File: config.mk
export PLATFORM = sky130hd
export DESIGN_NAME = wb_burst_writer
export DESIGN_NICKNAME = d
export VERILOG_FILES = /design/src/wbw_pkg.sv /design/src/fifo_same_clock.sv /design/src/wb_write_engine.sv /design/src/wb_burst_writer.sv
export SDC_FILE = /design/constraint.sdc
export NUM_CORES = 2
export LEC_CHECK = 0
export BUFFER_PORTS_ARGS = -buffer_cell sky130_fd_sc_hd__buf_2
export CAP_MARGIN = 0
export CORE_MARGIN = 2
export CORE_UTILIZATION = 25
export DETAILED_ROUTE_END_ITERATION = 12
export GPL_TIMING_DRIVEN = 0
export PLACE_DENSITY = 0.47
export SLEW_MARGIN = 0
export SYNTH_ARGS = -nofsm -noshare
export SYNTH_HDL_FRONTEND = slang
export SYNTH_SLANG_ARGS = --single-unit
File: constraint.sdc
create_clock -name clk -period 5.2 [get_ports clk]
set_input_delay 1.04 -clock clk [delete_from_list [all_inputs] [get_ports clk]]
set_output_delay 1.04 -clock clk [all_outputs]
set_load 0.005 [all_outputs]
File: src/wbw_pkg.sv
// shared widths, depths, bus bundles and engine states for the burst write bridge
package wbw_pkg;

  // bus and burst field widths
  localparam int WB_ADR_W    = 30;  // word address
  localparam int WB_DAT_W    = 32;
  localparam int WB_SEL_W    = 4;   // one select per byte
  localparam int BURST_LEN_W = 4;   // beats minus one

  // fifo depth exponents
  localparam int CMD_DEPTH_LOG2  = 4;  // 16 commands
  localparam int BEAT_DEPTH_LOG2 = 5;  // 32 beats

  typedef logic [WB_ADR_W-1:0]    wb_adr_t;
  typedef logic [WB_DAT_W-1:0]    wb_dat_t;
  typedef logic [WB_SEL_W-1:0]    wb_sel_t;
  typedef logic [BURST_LEN_W-1:0] burst_len_t;

  // one burst command, start address in the upper bits
  typedef struct packed {
    wb_adr_t    adr;  // first word of the burst
    burst_len_t len;  // 0 means a single beat
  } burst_cmd_t;

  // one write beat
  typedef struct packed {
    wb_dat_t dat;
    wb_sel_t sel;  // byte lanes to write
  } wr_beat_t;

  // wishbone classic master outputs
  typedef struct packed {
    logic    cyc;  // bus cycle in progress
    logic    stb;  // transfer request
    logic    we;   // always write here
    wb_adr_t adr;
    wb_dat_t dat;
    wb_sel_t sel;
  } wb_req_t;

  // fifo vector widths follow the structs
  localparam int CMD_W  = $bits(burst_cmd_t);
  localparam int BEAT_W = $bits(wr_beat_t);

  // write engine states
  typedef enum logic [1:0] {
    ENG_IDLE      = 2'd0,  // waiting for a command
    ENG_WAIT_BEAT = 2'd1,  // burst open, no beat yet
    ENG_STROBE    = 2'd2,  // stb high, waiting for ack
    ENG_GAP       = 2'd3   // one idle cycle between beats
  } eng_state_t;

endpackage

File: src/fifo_same_clock.sv
// single clock FIFO with input register and show-ahead output stage, used for both streams
module fifo_same_clock #(
  parameter int DATA_WIDTH = 16,  // entry width
  parameter int DATA_DEPTH = 4    // log2 of ram entries
) (
  input  logic                  clk,
  input  logic                  rst,        // async, active high
  input  logic                  sync_rst,   // clears contents at the edge
  input  logic                  we,         // push data_in
  input  logic                  re,         // drop current head
  input  logic [DATA_WIDTH-1:0] data_in,
  output logic [DATA_WIDTH-1:0] data_out,   // head, valid with nempty
  output logic                  nempty,
  output logic                  half_full   // top bit of fill, one edge late
);

  logic [DATA_WIDTH-1:0] ram [2**DATA_DEPTH];  // storage, no reset
  logic [DATA_WIDTH-1:0] in_reg;               // registered push data
  logic [DATA_WIDTH-1:0] out_reg;              // prefetched head
  logic [DATA_DEPTH-1:0] wa;                   // ram write pointer
  logic [DATA_DEPTH-1:0] ra;                   // ram read pointer
  logic [DATA_DEPTH-1:0] fill;                 // entries held in ram
  logic [DATA_DEPTH-1:0] next_fill;
  logic                  wem;                  // in_reg goes to ram this cycle
  logic                  rem;                  // ram to out_reg this cycle
  logic                  ram_nempty;           // ram has at least one entry
  logic                  out_full;             // out_reg holds a valid head

  // refill the output stage when it is empty or being consumed
  assign rem      = ram_nempty && (re || !out_full);
  assign data_out = out_reg;
  assign nempty   = out_full;

  always_comb begin
    case ({wem, rem})
      2'b10:   next_fill = fill + 1'b1;  // write only
      2'b01:   next_fill = fill - 1'b1;  // read only
      default: next_fill = fill;         // both or neither
    endcase
  end

  // control state
  always_ff @(posedge clk or posedge rst) begin
    if (rst) begin
      fill       <= '0;
      wem        <= 1'b0;
      ram_nempty <= 1'b0;
      wa         <= '0;
      ra         <= '0;
      out_full   <= 1'b0;
      half_full  <= 1'b0;
    end else if (sync_rst) begin
      fill       <= '0;
      wem        <= 1'b0;
      ram_nempty <= 1'b0;
      wa         <= '0;
      ra         <= '0;
      out_full   <= 1'b0;
      half_full  <= fill[DATA_DEPTH-1];  // still tracks old fill
    end else begin
      fill       <= next_fill;
      wem        <= we;                      // ram write one cycle after push
      ram_nempty <= (next_fill != '0);
      half_full  <= fill[DATA_DEPTH-1];
      if (wem) begin
        wa <= wa + 1'b1;
      end
      if (rem) begin
        ra <= ra + 1'b1;
      end else if (!ram_nempty) begin
        ra <= wa;                            // resync pointers when idle
      end
      if (rem && !re) begin
        out_full <= 1'b1;                    // head loaded
      end else if (re && !rem) begin
        out_full <= 1'b0;                    // head taken, nothing behind
      end
    end
  end

  // data path
  always_ff @(posedge clk) begin
    if (we) begin
      in_reg <= data_in;
    end
    if (wem) begin
      ram[wa] <= in_reg;
    end
    if (rem) begin
      out_reg <= ram[ra];                    // prefetch next head
    end
  end

endmodule

File: src/wb_write_engine.sv
// write engine: pairs burst commands with beats and runs Wishbone classic single writes
module wb_write_engine (
  input  logic                clk,
  input  logic                rst,         // async, active high
  input  logic                flush,       // abort burst at next edge
  input  wbw_pkg::burst_cmd_t cmd_head,    // command fifo head
  input  logic                cmd_valid,
  output logic                cmd_pop,
  input  wbw_pkg::wr_beat_t   beat_head,   // beat fifo head
  input  logic                beat_valid,
  output logic                beat_pop,
  output wbw_pkg::wb_req_t    wb,          // master outputs
  input  logic                wb_ack,
  output logic                burst_done   // pulse after last ack
);

  wbw_pkg::eng_state_t state;       // engine fsm
  wbw_pkg::wb_adr_t    cur_adr;     // address of the next beat
  wbw_pkg::burst_len_t beats_left;  // beats after the current one
  logic                cyc_q;
  logic                stb_q;
  logic                we_q;
  wbw_pkg::wb_adr_t    adr_q;       // bus payload, held during stb
  wbw_pkg::wb_dat_t    dat_q;
  wbw_pkg::wb_sel_t    sel_q;
  logic                beat_ack;    // current beat accepted
  logic                last_beat;
  logic                load_beat;   // beat head goes onto the bus

  assign beat_ack  = (state == wbw_pkg::ENG_STROBE) && stb_q && wb_ack;
  assign last_beat = (beats_left == '0);
  assign load_beat = (state == wbw_pkg::ENG_WAIT_BEAT) && beat_valid && !flush;

  // pops are single cycle, taken at the edge that consumes the head
  assign cmd_pop  = !flush && (state == wbw_pkg::ENG_IDLE) && cmd_valid;
  assign beat_pop = !flush && beat_ack;

  // bus bundle straight from registers
  assign wb.cyc = cyc_q;
  assign wb.stb = stb_q;
  assign wb.we  = we_q;
  assign wb.adr = adr_q;
  assign wb.dat = dat_q;
  assign wb.sel = sel_q;

  // control state and burst bookkeeping
  always_ff @(posedge clk or posedge rst) begin
    if (rst) begin
      state      <= wbw_pkg::ENG_IDLE;
      cyc_q      <= 1'b0;
      stb_q      <= 1'b0;
      we_q       <= 1'b0;
      burst_done <= 1'b0;
      cur_adr    <= '0;
      beats_left <= '0;
    end else begin
      burst_done <= 1'b0;                       // pulse by default
      if (flush) begin
        state <= wbw_pkg::ENG_IDLE;             // drop the burst
        cyc_q <= 1'b0;
        stb_q <= 1'b0;
        we_q  <= 1'b0;
      end else begin
        case (state)
          wbw_pkg::ENG_IDLE: begin
            if (cmd_valid) begin
              cur_adr    <= cmd_head.adr;       // latch burst start
              beats_left <= cmd_head.len;
              state      <= wbw_pkg::ENG_WAIT_BEAT;
            end
          end
          wbw_pkg::ENG_WAIT_BEAT: begin
            if (beat_valid) begin
              cyc_q <= 1'b1;                    // opens cycle on first beat
              stb_q <= 1'b1;
              we_q  <= 1'b1;
              state <= wbw_pkg::ENG_STROBE;
            end
          end
          wbw_pkg::ENG_STROBE: begin
            if (beat_ack) begin
              stb_q   <= 1'b0;
              we_q    <= 1'b0;
              cur_adr <= cur_adr + 1'b1;        // next word
              if (last_beat) begin
                cyc_q      <= 1'b0;             // burst finished
                burst_done <= 1'b1;
                state      <= wbw_pkg::ENG_IDLE;
              end else begin
                beats_left <= beats_left - 1'b1;
                state      <= wbw_pkg::ENG_GAP;
              end
            end
          end
          wbw_pkg::ENG_GAP: begin
            state <= wbw_pkg::ENG_WAIT_BEAT;    // cyc stays high
          end
          default: begin
            state <= wbw_pkg::ENG_IDLE;
          end
        endcase
      end
    end
  end

  // payload registers, loaded once per beat and held until ack
  always_ff @(posedge clk) begin
    if (load_beat) begin
      adr_q <= cur_adr;
      dat_q <= beat_head.dat;
      sel_q <= beat_head.sel;
    end
  end

endmodule

File: src/wb_burst_writer.sv
// top of the burst write bridge: command and beat FIFOs feeding the Wishbone write engine
module wb_burst_writer (
  input  logic                clk,
  input  logic                rst,         // async, active high
  input  logic                flush,       // clears fifos and aborts burst
  input  logic                cmd_push,    // only while cmd_room
  input  wbw_pkg::burst_cmd_t cmd,
  output logic                cmd_room,
  input  logic                beat_push,   // only while beat_room
  input  wbw_pkg::wr_beat_t   beat,
  output logic                beat_room,
  output wbw_pkg::wb_req_t    wb,          // wishbone master
  input  logic                wb_ack,
  output logic                burst_done
);

  logic [wbw_pkg::CMD_W-1:0]  cmd_q;       // command fifo head
  logic                       cmd_nempty;
  logic                       cmd_re;
  logic                       cmd_half;
  logic [wbw_pkg::BEAT_W-1:0] beat_q;      // beat fifo head
  logic                       beat_nempty;
  logic                       beat_re;
  logic                       beat_half;

  // half_full lags, so half the depth stays as margin
  assign cmd_room  = !cmd_half;
  assign beat_room = !beat_half;

  fifo_same_clock #(
    .DATA_WIDTH (wbw_pkg::CMD_W),
    .DATA_DEPTH (wbw_pkg::CMD_DEPTH_LOG2)
  ) u_cmd_fifo (
    .clk       (clk),
    .rst       (rst),
    .sync_rst  (flush),
    .we        (cmd_push),
    .re        (cmd_re),
    .data_in   (cmd),                       // struct packs as vector
    .data_out  (cmd_q),
    .nempty    (cmd_nempty),
    .half_full (cmd_half)
  );

  fifo_same_clock #(
    .DATA_WIDTH (wbw_pkg::BEAT_W),
    .DATA_DEPTH (wbw_pkg::BEAT_DEPTH_LOG2)
  ) u_beat_fifo (
    .clk       (clk),
    .rst       (rst),
    .sync_rst  (flush),
    .we        (beat_push),
    .re        (beat_re),
    .data_in   (beat),
    .data_out  (beat_q),
    .nempty    (beat_nempty),
    .half_full (beat_half)
  );

  wb_write_engine u_engine (
    .clk        (clk),
    .rst        (rst),
    .flush      (flush),
    .cmd_head   (wbw_pkg::burst_cmd_t'(cmd_q)),
    .cmd_valid  (cmd_nempty),
    .cmd_pop    (cmd_re),
    .beat_head  (wbw_pkg::wr_beat_t'(beat_q)),
    .beat_valid (beat_nempty),
    .beat_pop   (beat_re),
    .wb         (wb),
    .wb_ack     (wb_ack),
    .burst_done (burst_done)
  );

endmodule

# Word-level counts from Yosys, hierarchy flattened
# Memories as Yosys holds them, arrays and structs flattened. A register that Yosys moved wholly into a read port is not among the register bits.
# Index checks and enable logic that the tools add are counted.
totals:
  reg_bits: 210
  ramBits: 1696
  inputBits: 76
  elab_cells: 146
  n_memories: 2
op_classes:
  add_sub_neg: 10
  n_eq_ne: 16
  muxes: 53
  bitwise_logic: 1
  n_reduce_logical: 39
mem_list:
  columns: ["memory", "words", "width", "rd", "rd_clocked_by_memory_dff", "write_ports", "line", "source"]
  rows:
  - ["u_beat_fifo.ram", 32, 36, 1, 1, 1, "fifo_same_clock.sv:17", "logic [DATA_WIDTH-1:0] ram [2**DATA_DEPTH];"]
  - ["u_cmd_fifo.ram", 16, 34, 1, 1, 1, "fifo_same_clock.sv:17", null]
ops:
  columns: ["operator", "n"]
  rows:
  - ["$mux W30", 2]
  - ["$pmux W30 S2", 1]
  - ["$mux W4", 9]
  - ["$add A30 B1 Y30 const B", 1]
  - ["$mux W5", 6]
  - ["$mux W1", 24]
  - ["$pmux W4 S2", 2]
  - ["$add A5 B1 Y5 const B", 3]
  - ["$logic_and A1 B1 Y1", 13]
  - ["$add A4 B1 Y4 const B", 3]
  - ["$ne A3 B2 Y1 const B", 4]
  - ["$mux W2", 5]
  - ["$pmux W5 S2", 1]
  - ["$logic_not A1 Y1", 9]
  - ["$reduce_bool A3 Y1", 3]
  - ["$eq A2 B2 Y1 const B", 4]
  - ["$pmux W2 S4", 1]
  - ["$reduce_and A4 Y1", 2]
  - ["$sub A4 B1 Y4 const B", 2]
  - ["$eq A2 B1 Y1 const B", 3]
  - ["$ne A3 B3 Y1 const B", 2]
  - ["$reduce_and A3 Y1", 2]
  - ["$reduce_bool A2 Y1", 3]
  - ["$reduce_and A5 Y1", 1]
  - ["other kinds (10)", 13]

# Depth between registers and ports, before layout
logic_depth:
  word_depth: 11
  mapped_depth: 15
  ltp_nobuf: 13

# Modules after synthesis
# From an unflattened synthesis, not the netlist that was laid out.
unflattened:
  hier_cells: 3431
  area_unflattened_um2: 75344.8
modules_own_cells:
  columns: ["mod", "n_inst", "cells_per_inst", "area_per_inst_um2"]
  rows:
  - ["fifo_same_clock at u_beat_fifo", 1, 1860, 46917.5]
  - ["fifo_same_clock at u_cmd_fifo", 1, 1184, 23837.9]
  - ["wb_write_engine", 1, 385, 4581.9]
  - ["wb_burst_writer", 1, 2, 7.5]

# Least setup slack after synthesis
# OpenSTA, ideal clock, no wires.
synth_path:
  path_type: "in2reg"
  start: "input wb_ack"
  end: "register u_beat_fifo.ram_nempty"
  setup_time_ns: 0.088
  arrival_ns: 4.046
  t_required_ns: 5.112
  path_slack_ns: 1.066
  path_stages: 12
  path_buffers: 1
  path_cell_list: "nand3_1 > o21ai_1 > and2_1 > ha_1 > clkbuf_1 > xor2_1 > ha_1 > a21oi_1 > nor4b_1 > a21oi_1 > xor2_1 > a41oi_1"
synth_between:
  elab_chain_cells: 8
  elab_cells_between_ends: 9
  cone_classes: "eq/ne (2); mux (2); reduce/logical (5)"
synth_rtl:
  columns: ["item", "line", "source"]
  rows:
  - ["from (decl)", "wb_burst_writer.sv:13", "input logic wb_ack,"]
  - ["$logic_and A1 B1 Y1 (*)", "wb_write_engine.sv:30", "assign beat_ack = (state == wbw_pkg::ENG_STROBE) && stb_q && wb_ack;"]
  - ["$logic_and A1 B1 Y1 (*)", "wb_write_engine.sv:36", "assign beat_pop = !flush && beat_ack;"]
  - ["$logic_or A1 B1 Y1 (*)", "fifo_same_clock.sv:30", "assign rem = ram_nempty && (re || !out_full);"]
  - ["$logic_and A1 B1 Y1 (*)", "fifo_same_clock.sv:30", null]
  - ["$eq A2 B1 Y1 or $eq A2 B2 Y1 (tied branches)", "fifo_same_clock.sv:35", "case ({wem, rem})"]
  - ["$pmux W5 S2 (*)", "fifo_same_clock.sv:35", null]
  - ["$reduce_bool A5 Y1 (*)", "fifo_same_clock.sv:63", "ram_nempty <= (next_fill != '0);"]
  - ["$mux W1 (*)", "fifo_same_clock.sv:52", "end else if (sync_rst) begin"]
  - ["to (signal assigned)", "fifo_same_clock.sv:63", null]
  - ["to (decl)", "fifo_same_clock.sv:26", "logic ram_nempty;"]
# Every way passes the cells marked *; elsewhere a longest branch is shown, timed or not.
# A chain may end at the register's enable or synchronous reset.

# Worst setup path in the final report
layout_path:
  start: "register u_engine.state[0]"
  end: "register u_beat_fifo.ram_nempty"
layout_between:
  elab_chain_cells: 10
  elab_cells_between_ends: 11
  cone_classes: "eq/ne (3); mux (2); reduce/logical (6)"
layout_rtl:
  columns: ["item", "line", "source"]
  rows:
  - ["from (decl)", "wb_write_engine.sv:17", "wbw_pkg::eng_state_t state;"]
  - ["from (signal assigned)", "wb_write_engine.sv:49", "state <= wbw_pkg::ENG_IDLE;"]
  - ["from (signal assigned)", "wb_write_engine.sv:59", "state <= wbw_pkg::ENG_IDLE;"]
  - ["from (signal assigned)", "wb_write_engine.sv:69", "state <= wbw_pkg::ENG_WAIT_BEAT;"]
  - ["$eq A2 B2 Y1 (*)", "wb_write_engine.sv:30", null]
  - ["$logic_and A1 B1 Y1 (*) (2 in series)", "wb_write_engine.sv:30", null]
  - ["$logic_and A1 B1 Y1 (*)", "wb_write_engine.sv:36", null]
  - ["$logic_or A1 B1 Y1 (*)", "fifo_same_clock.sv:30", null]
  - ["$logic_and A1 B1 Y1 (*)", "fifo_same_clock.sv:30", null]
  - ["$eq A2 B1 Y1 or $eq A2 B2 Y1 (tied branches)", "fifo_same_clock.sv:35", null]
  - ["$pmux W5 S2 (*)", "fifo_same_clock.sv:35", null]
  - ["$reduce_bool A5 Y1 (*)", "fifo_same_clock.sv:63", null]
  - ["$mux W1 (*)", "fifo_same_clock.sv:52", null]
# Marked as above.

==> impl_metrics.ini <==
[outcome]
outcome = completed

[grt]
grt_pass1_vias = 36300
grt_antenna_before_repair = 16
grt_usage = 0.134
grt_pass1_wl_mm = 289
grt-ovfl-total = 0
grt_max_degree = 56

[synthesis]
postSynthCellCount = 3229
synth_flop_cell = edfxtp_1
synth_top_cell_area_share = 0.764
ys_seq_area_frac = 0.789
synth_top_area_cell = edfxtp_1
synth_cell_types = 64
async_flop_share = 0.0374
synth_nets = 3327
netlist_area_um2 = 74800
synth_area_leaders = edfxtp_1, mux4_2, dfrtp_1, clkbuf_1, nand2_1
ys_ff_latch = 1976
synth-edff-count = 1902
syn_avg_cell_area_um2 = 23.2
ys.warnings.count = 0

[finish]
areaGrowthSynthToFinish_pct = 18.6
final_layout_size_suffix_gt1_frac = 0.304
largest_reg_flops = 1152
multi_input_area_um2 = 15100
final_cell_area_um2 = 88600
num-fill-cells = 28900
final_util = 0.298
final_nets = 3786
regMostFlops = u_beat_fifo.ram
reg_top3 = u_beat_fifo.ram: 1152 flops, u_cmd_fifo.ram: 544 flops
seq_area_um2 = 59000

[timing]
max_freq_mhz = 247
worst_slew_pin_slew_ns = 1.37
rsz0062_at_grt = no
fin_crit_sh = 0.777
setup_violations = 0
skew_ns = 0.0440
fin_crit_ns = 4.04
relSlewSlack = 0.0836
maxSlewViolCount = 0
finalHoldViolCount = 0

[cts]
cts_made_buffers = 202
cts.sinks = 1976
cts_hold_buf = 0
tritoncts = built
cts-htree-levels = 4
clk_pin_slew_worst_paths_ns = 0.07
insertion_delay_ns = 0.84
root_buffer = clkbuf_16
cts_resized = 0
postCtsSetupRepairBufs = 0
clock_path_buffers = 4

[critical_path]
worstPathArrival_ns = 4.75
critPathLaunchType = flop
r2r_start = u_engine.state[0]
crit_fanout = 13
r2r_slack_ns = 1.16
reg2reg_to = u_beat_fifo.ram_nempty
ff2ff_path_depth = 15
crit_end = u_beat_fifo.ram_nempty
cp-startpoint = u_engine.state[0]
worstSetupEndpointType = flop
required_ns = 5.91
critical_path_class = flop to flop

[placed_design]
dp_hpwl_mm = 135
place_area_um2 = 82400
io_buffers = 147
finalWeightedCongestion = 0.723

[routing]
drt-initial-drc-count = 3738
detail_route.wl_per_cell_um = 26.6
wl_mm = 207
ant_nets = 0
drc_errors = 0
vias_per_cell = 4.52
drtPass1Iterations = 5
vias = 35200

[run]
maxCapViolCount = 0

[die]
die_width_um = 551
core_area_um2 = 297000
ios = 148
initial_core_util = 0.251
die_h_um = 551
design.die.area_um2 = 303000
row_count = 200

[pwr]
power.density_nw_per_um2 = 460
total_power_uw = 40700
ir_drop_v = 0.000276
p_leak_uw = 0.0271

[min_path]
holdCritPathClass = input pin to async pin
worst max-delay path, stage by stage, from the launching register on:
cell	delay, ns
dfrtp_1	0.41
inv_1	0.10
ha_1	0.15
clkbuf_1	0.30
nand3_1	0.20
o21ai_1	0.46
and2_2	0.52
ha_1	0.23
clkbuf_1	0.28
xor2_1	0.19
ha_1	0.21
a21oi_1	0.08
nor4b_1	0.27
a21oi_1	0.10
xor2_1	0.17
a41oi_1	0.27
synthesized netlist by cell type, drive strengths merged (5+ instances only):
library cell,count
xor2,16
dfrtp,74
mux2i,12
xnor2,5
a21oi,47
nand2,80
nor2,71
and2,19
o22ai,14
a2bb2oi,7
edfxtp,1902
buf,66
inv,58
nand4,14
mux4,530
ha,21
o21ai,55
nand3,27
a31oi,5
nand2b,7
and3,9
or3,7
clkbuf,99
nor3,19
a211oi,6
power breakdown:
group | leakage (µW) | internal [µW] | switching (µW)
clock | 0.00306 | 7970 | 6080
combinational | 0.00591 | 3260 | 4170
sequential | 0.0181 | 18500 | 784
total | 0.0271 | 29700 | 11000
worst min path at each step:
stage,cells after the start,slack (ns),to,start
after floorplan,0,0.37,u_beat_fifo.half_full,u_beat_fifo.fill[4]
after global placement,0,0.38,u_beat_fifo.half_full,u_beat_fifo.fill[4]
after detailed placement,0,0.38,u_beat_fifo.half_full,u_beat_fifo.fill[4]
after CTS,2,0.21,u_engine.cur_adr[13],rst
after global routing,2,0.22,u_engine.cur_adr[24],rst
final,2,0.27,u_engine.cur_adr[13],rst
per-layer routing:
layer,vias up,GRT usage,wire length [µm]
met3,266,0.0195,10100
li1,14600,-,-
met2,991,0.224,102000
met4,6,0.0282,3930
met1,19400,0.186,91400
met5,-,0,34
logic make-up (layout without fill, tap and decap cells):
group,count (synthesis),count (layout),synth area share
muxes,543,543,0.161
other,0,1,0
DFF,1976,1976,0.789
xor gates and xnor gates,21,21,0.00246
and+or+nand+nor,275,275,0.0176
adders and majority gates,22,22,0.00378
AOI/OAI and AO/OA,169,169,0.0137
buffers and inverters,223,842,0.0123
through the flow:
step | cells | setup slack [ns] | hold WS, ns | setup TNS (ns)
global placement | 7315 | -3.54 | 0.381 | -1379.91
finish | 7788 | 1.16 | 0.266 | 0
floorplan | 3229 | 1.07 | 0.372 | 0
detailed placement | 7422 | 0.840 | 0.379 | 0
global route | 7787 | 0.809 | 0.216 | 0
CTS | 7786 | 1.10 | 0.208 | 0
layout by cell type (no fill, tap or decap), types with 43 or more instances in the layout:
cell type,synthesis,routed
nor2_1,71,50
a21oi_1,47,47
buf_6,1,43
buf_2,50,196
nand2_1,80,80
dfrtp_1,74,74
edfxtp_1,1902,1902
clkbuf_16,0,203
inv_1,58,57
buf_12,0,49
mux4_2,530,530
clkbuf_1,99,151
area by class of cell:
cell class,count,share of cell area
flip-flops and latches,1976,0.665
multi-input cells,1030,0.171
clock buffers,266,0.0612
well taps,3939,0.0556
repair buffers,255,0.0276
clock inverters,98,0.00941
plain buffers,165,0.00790
inverters,58,0.00248
diodes,1,0.0000282
Power figures use the tool's default switching activity.
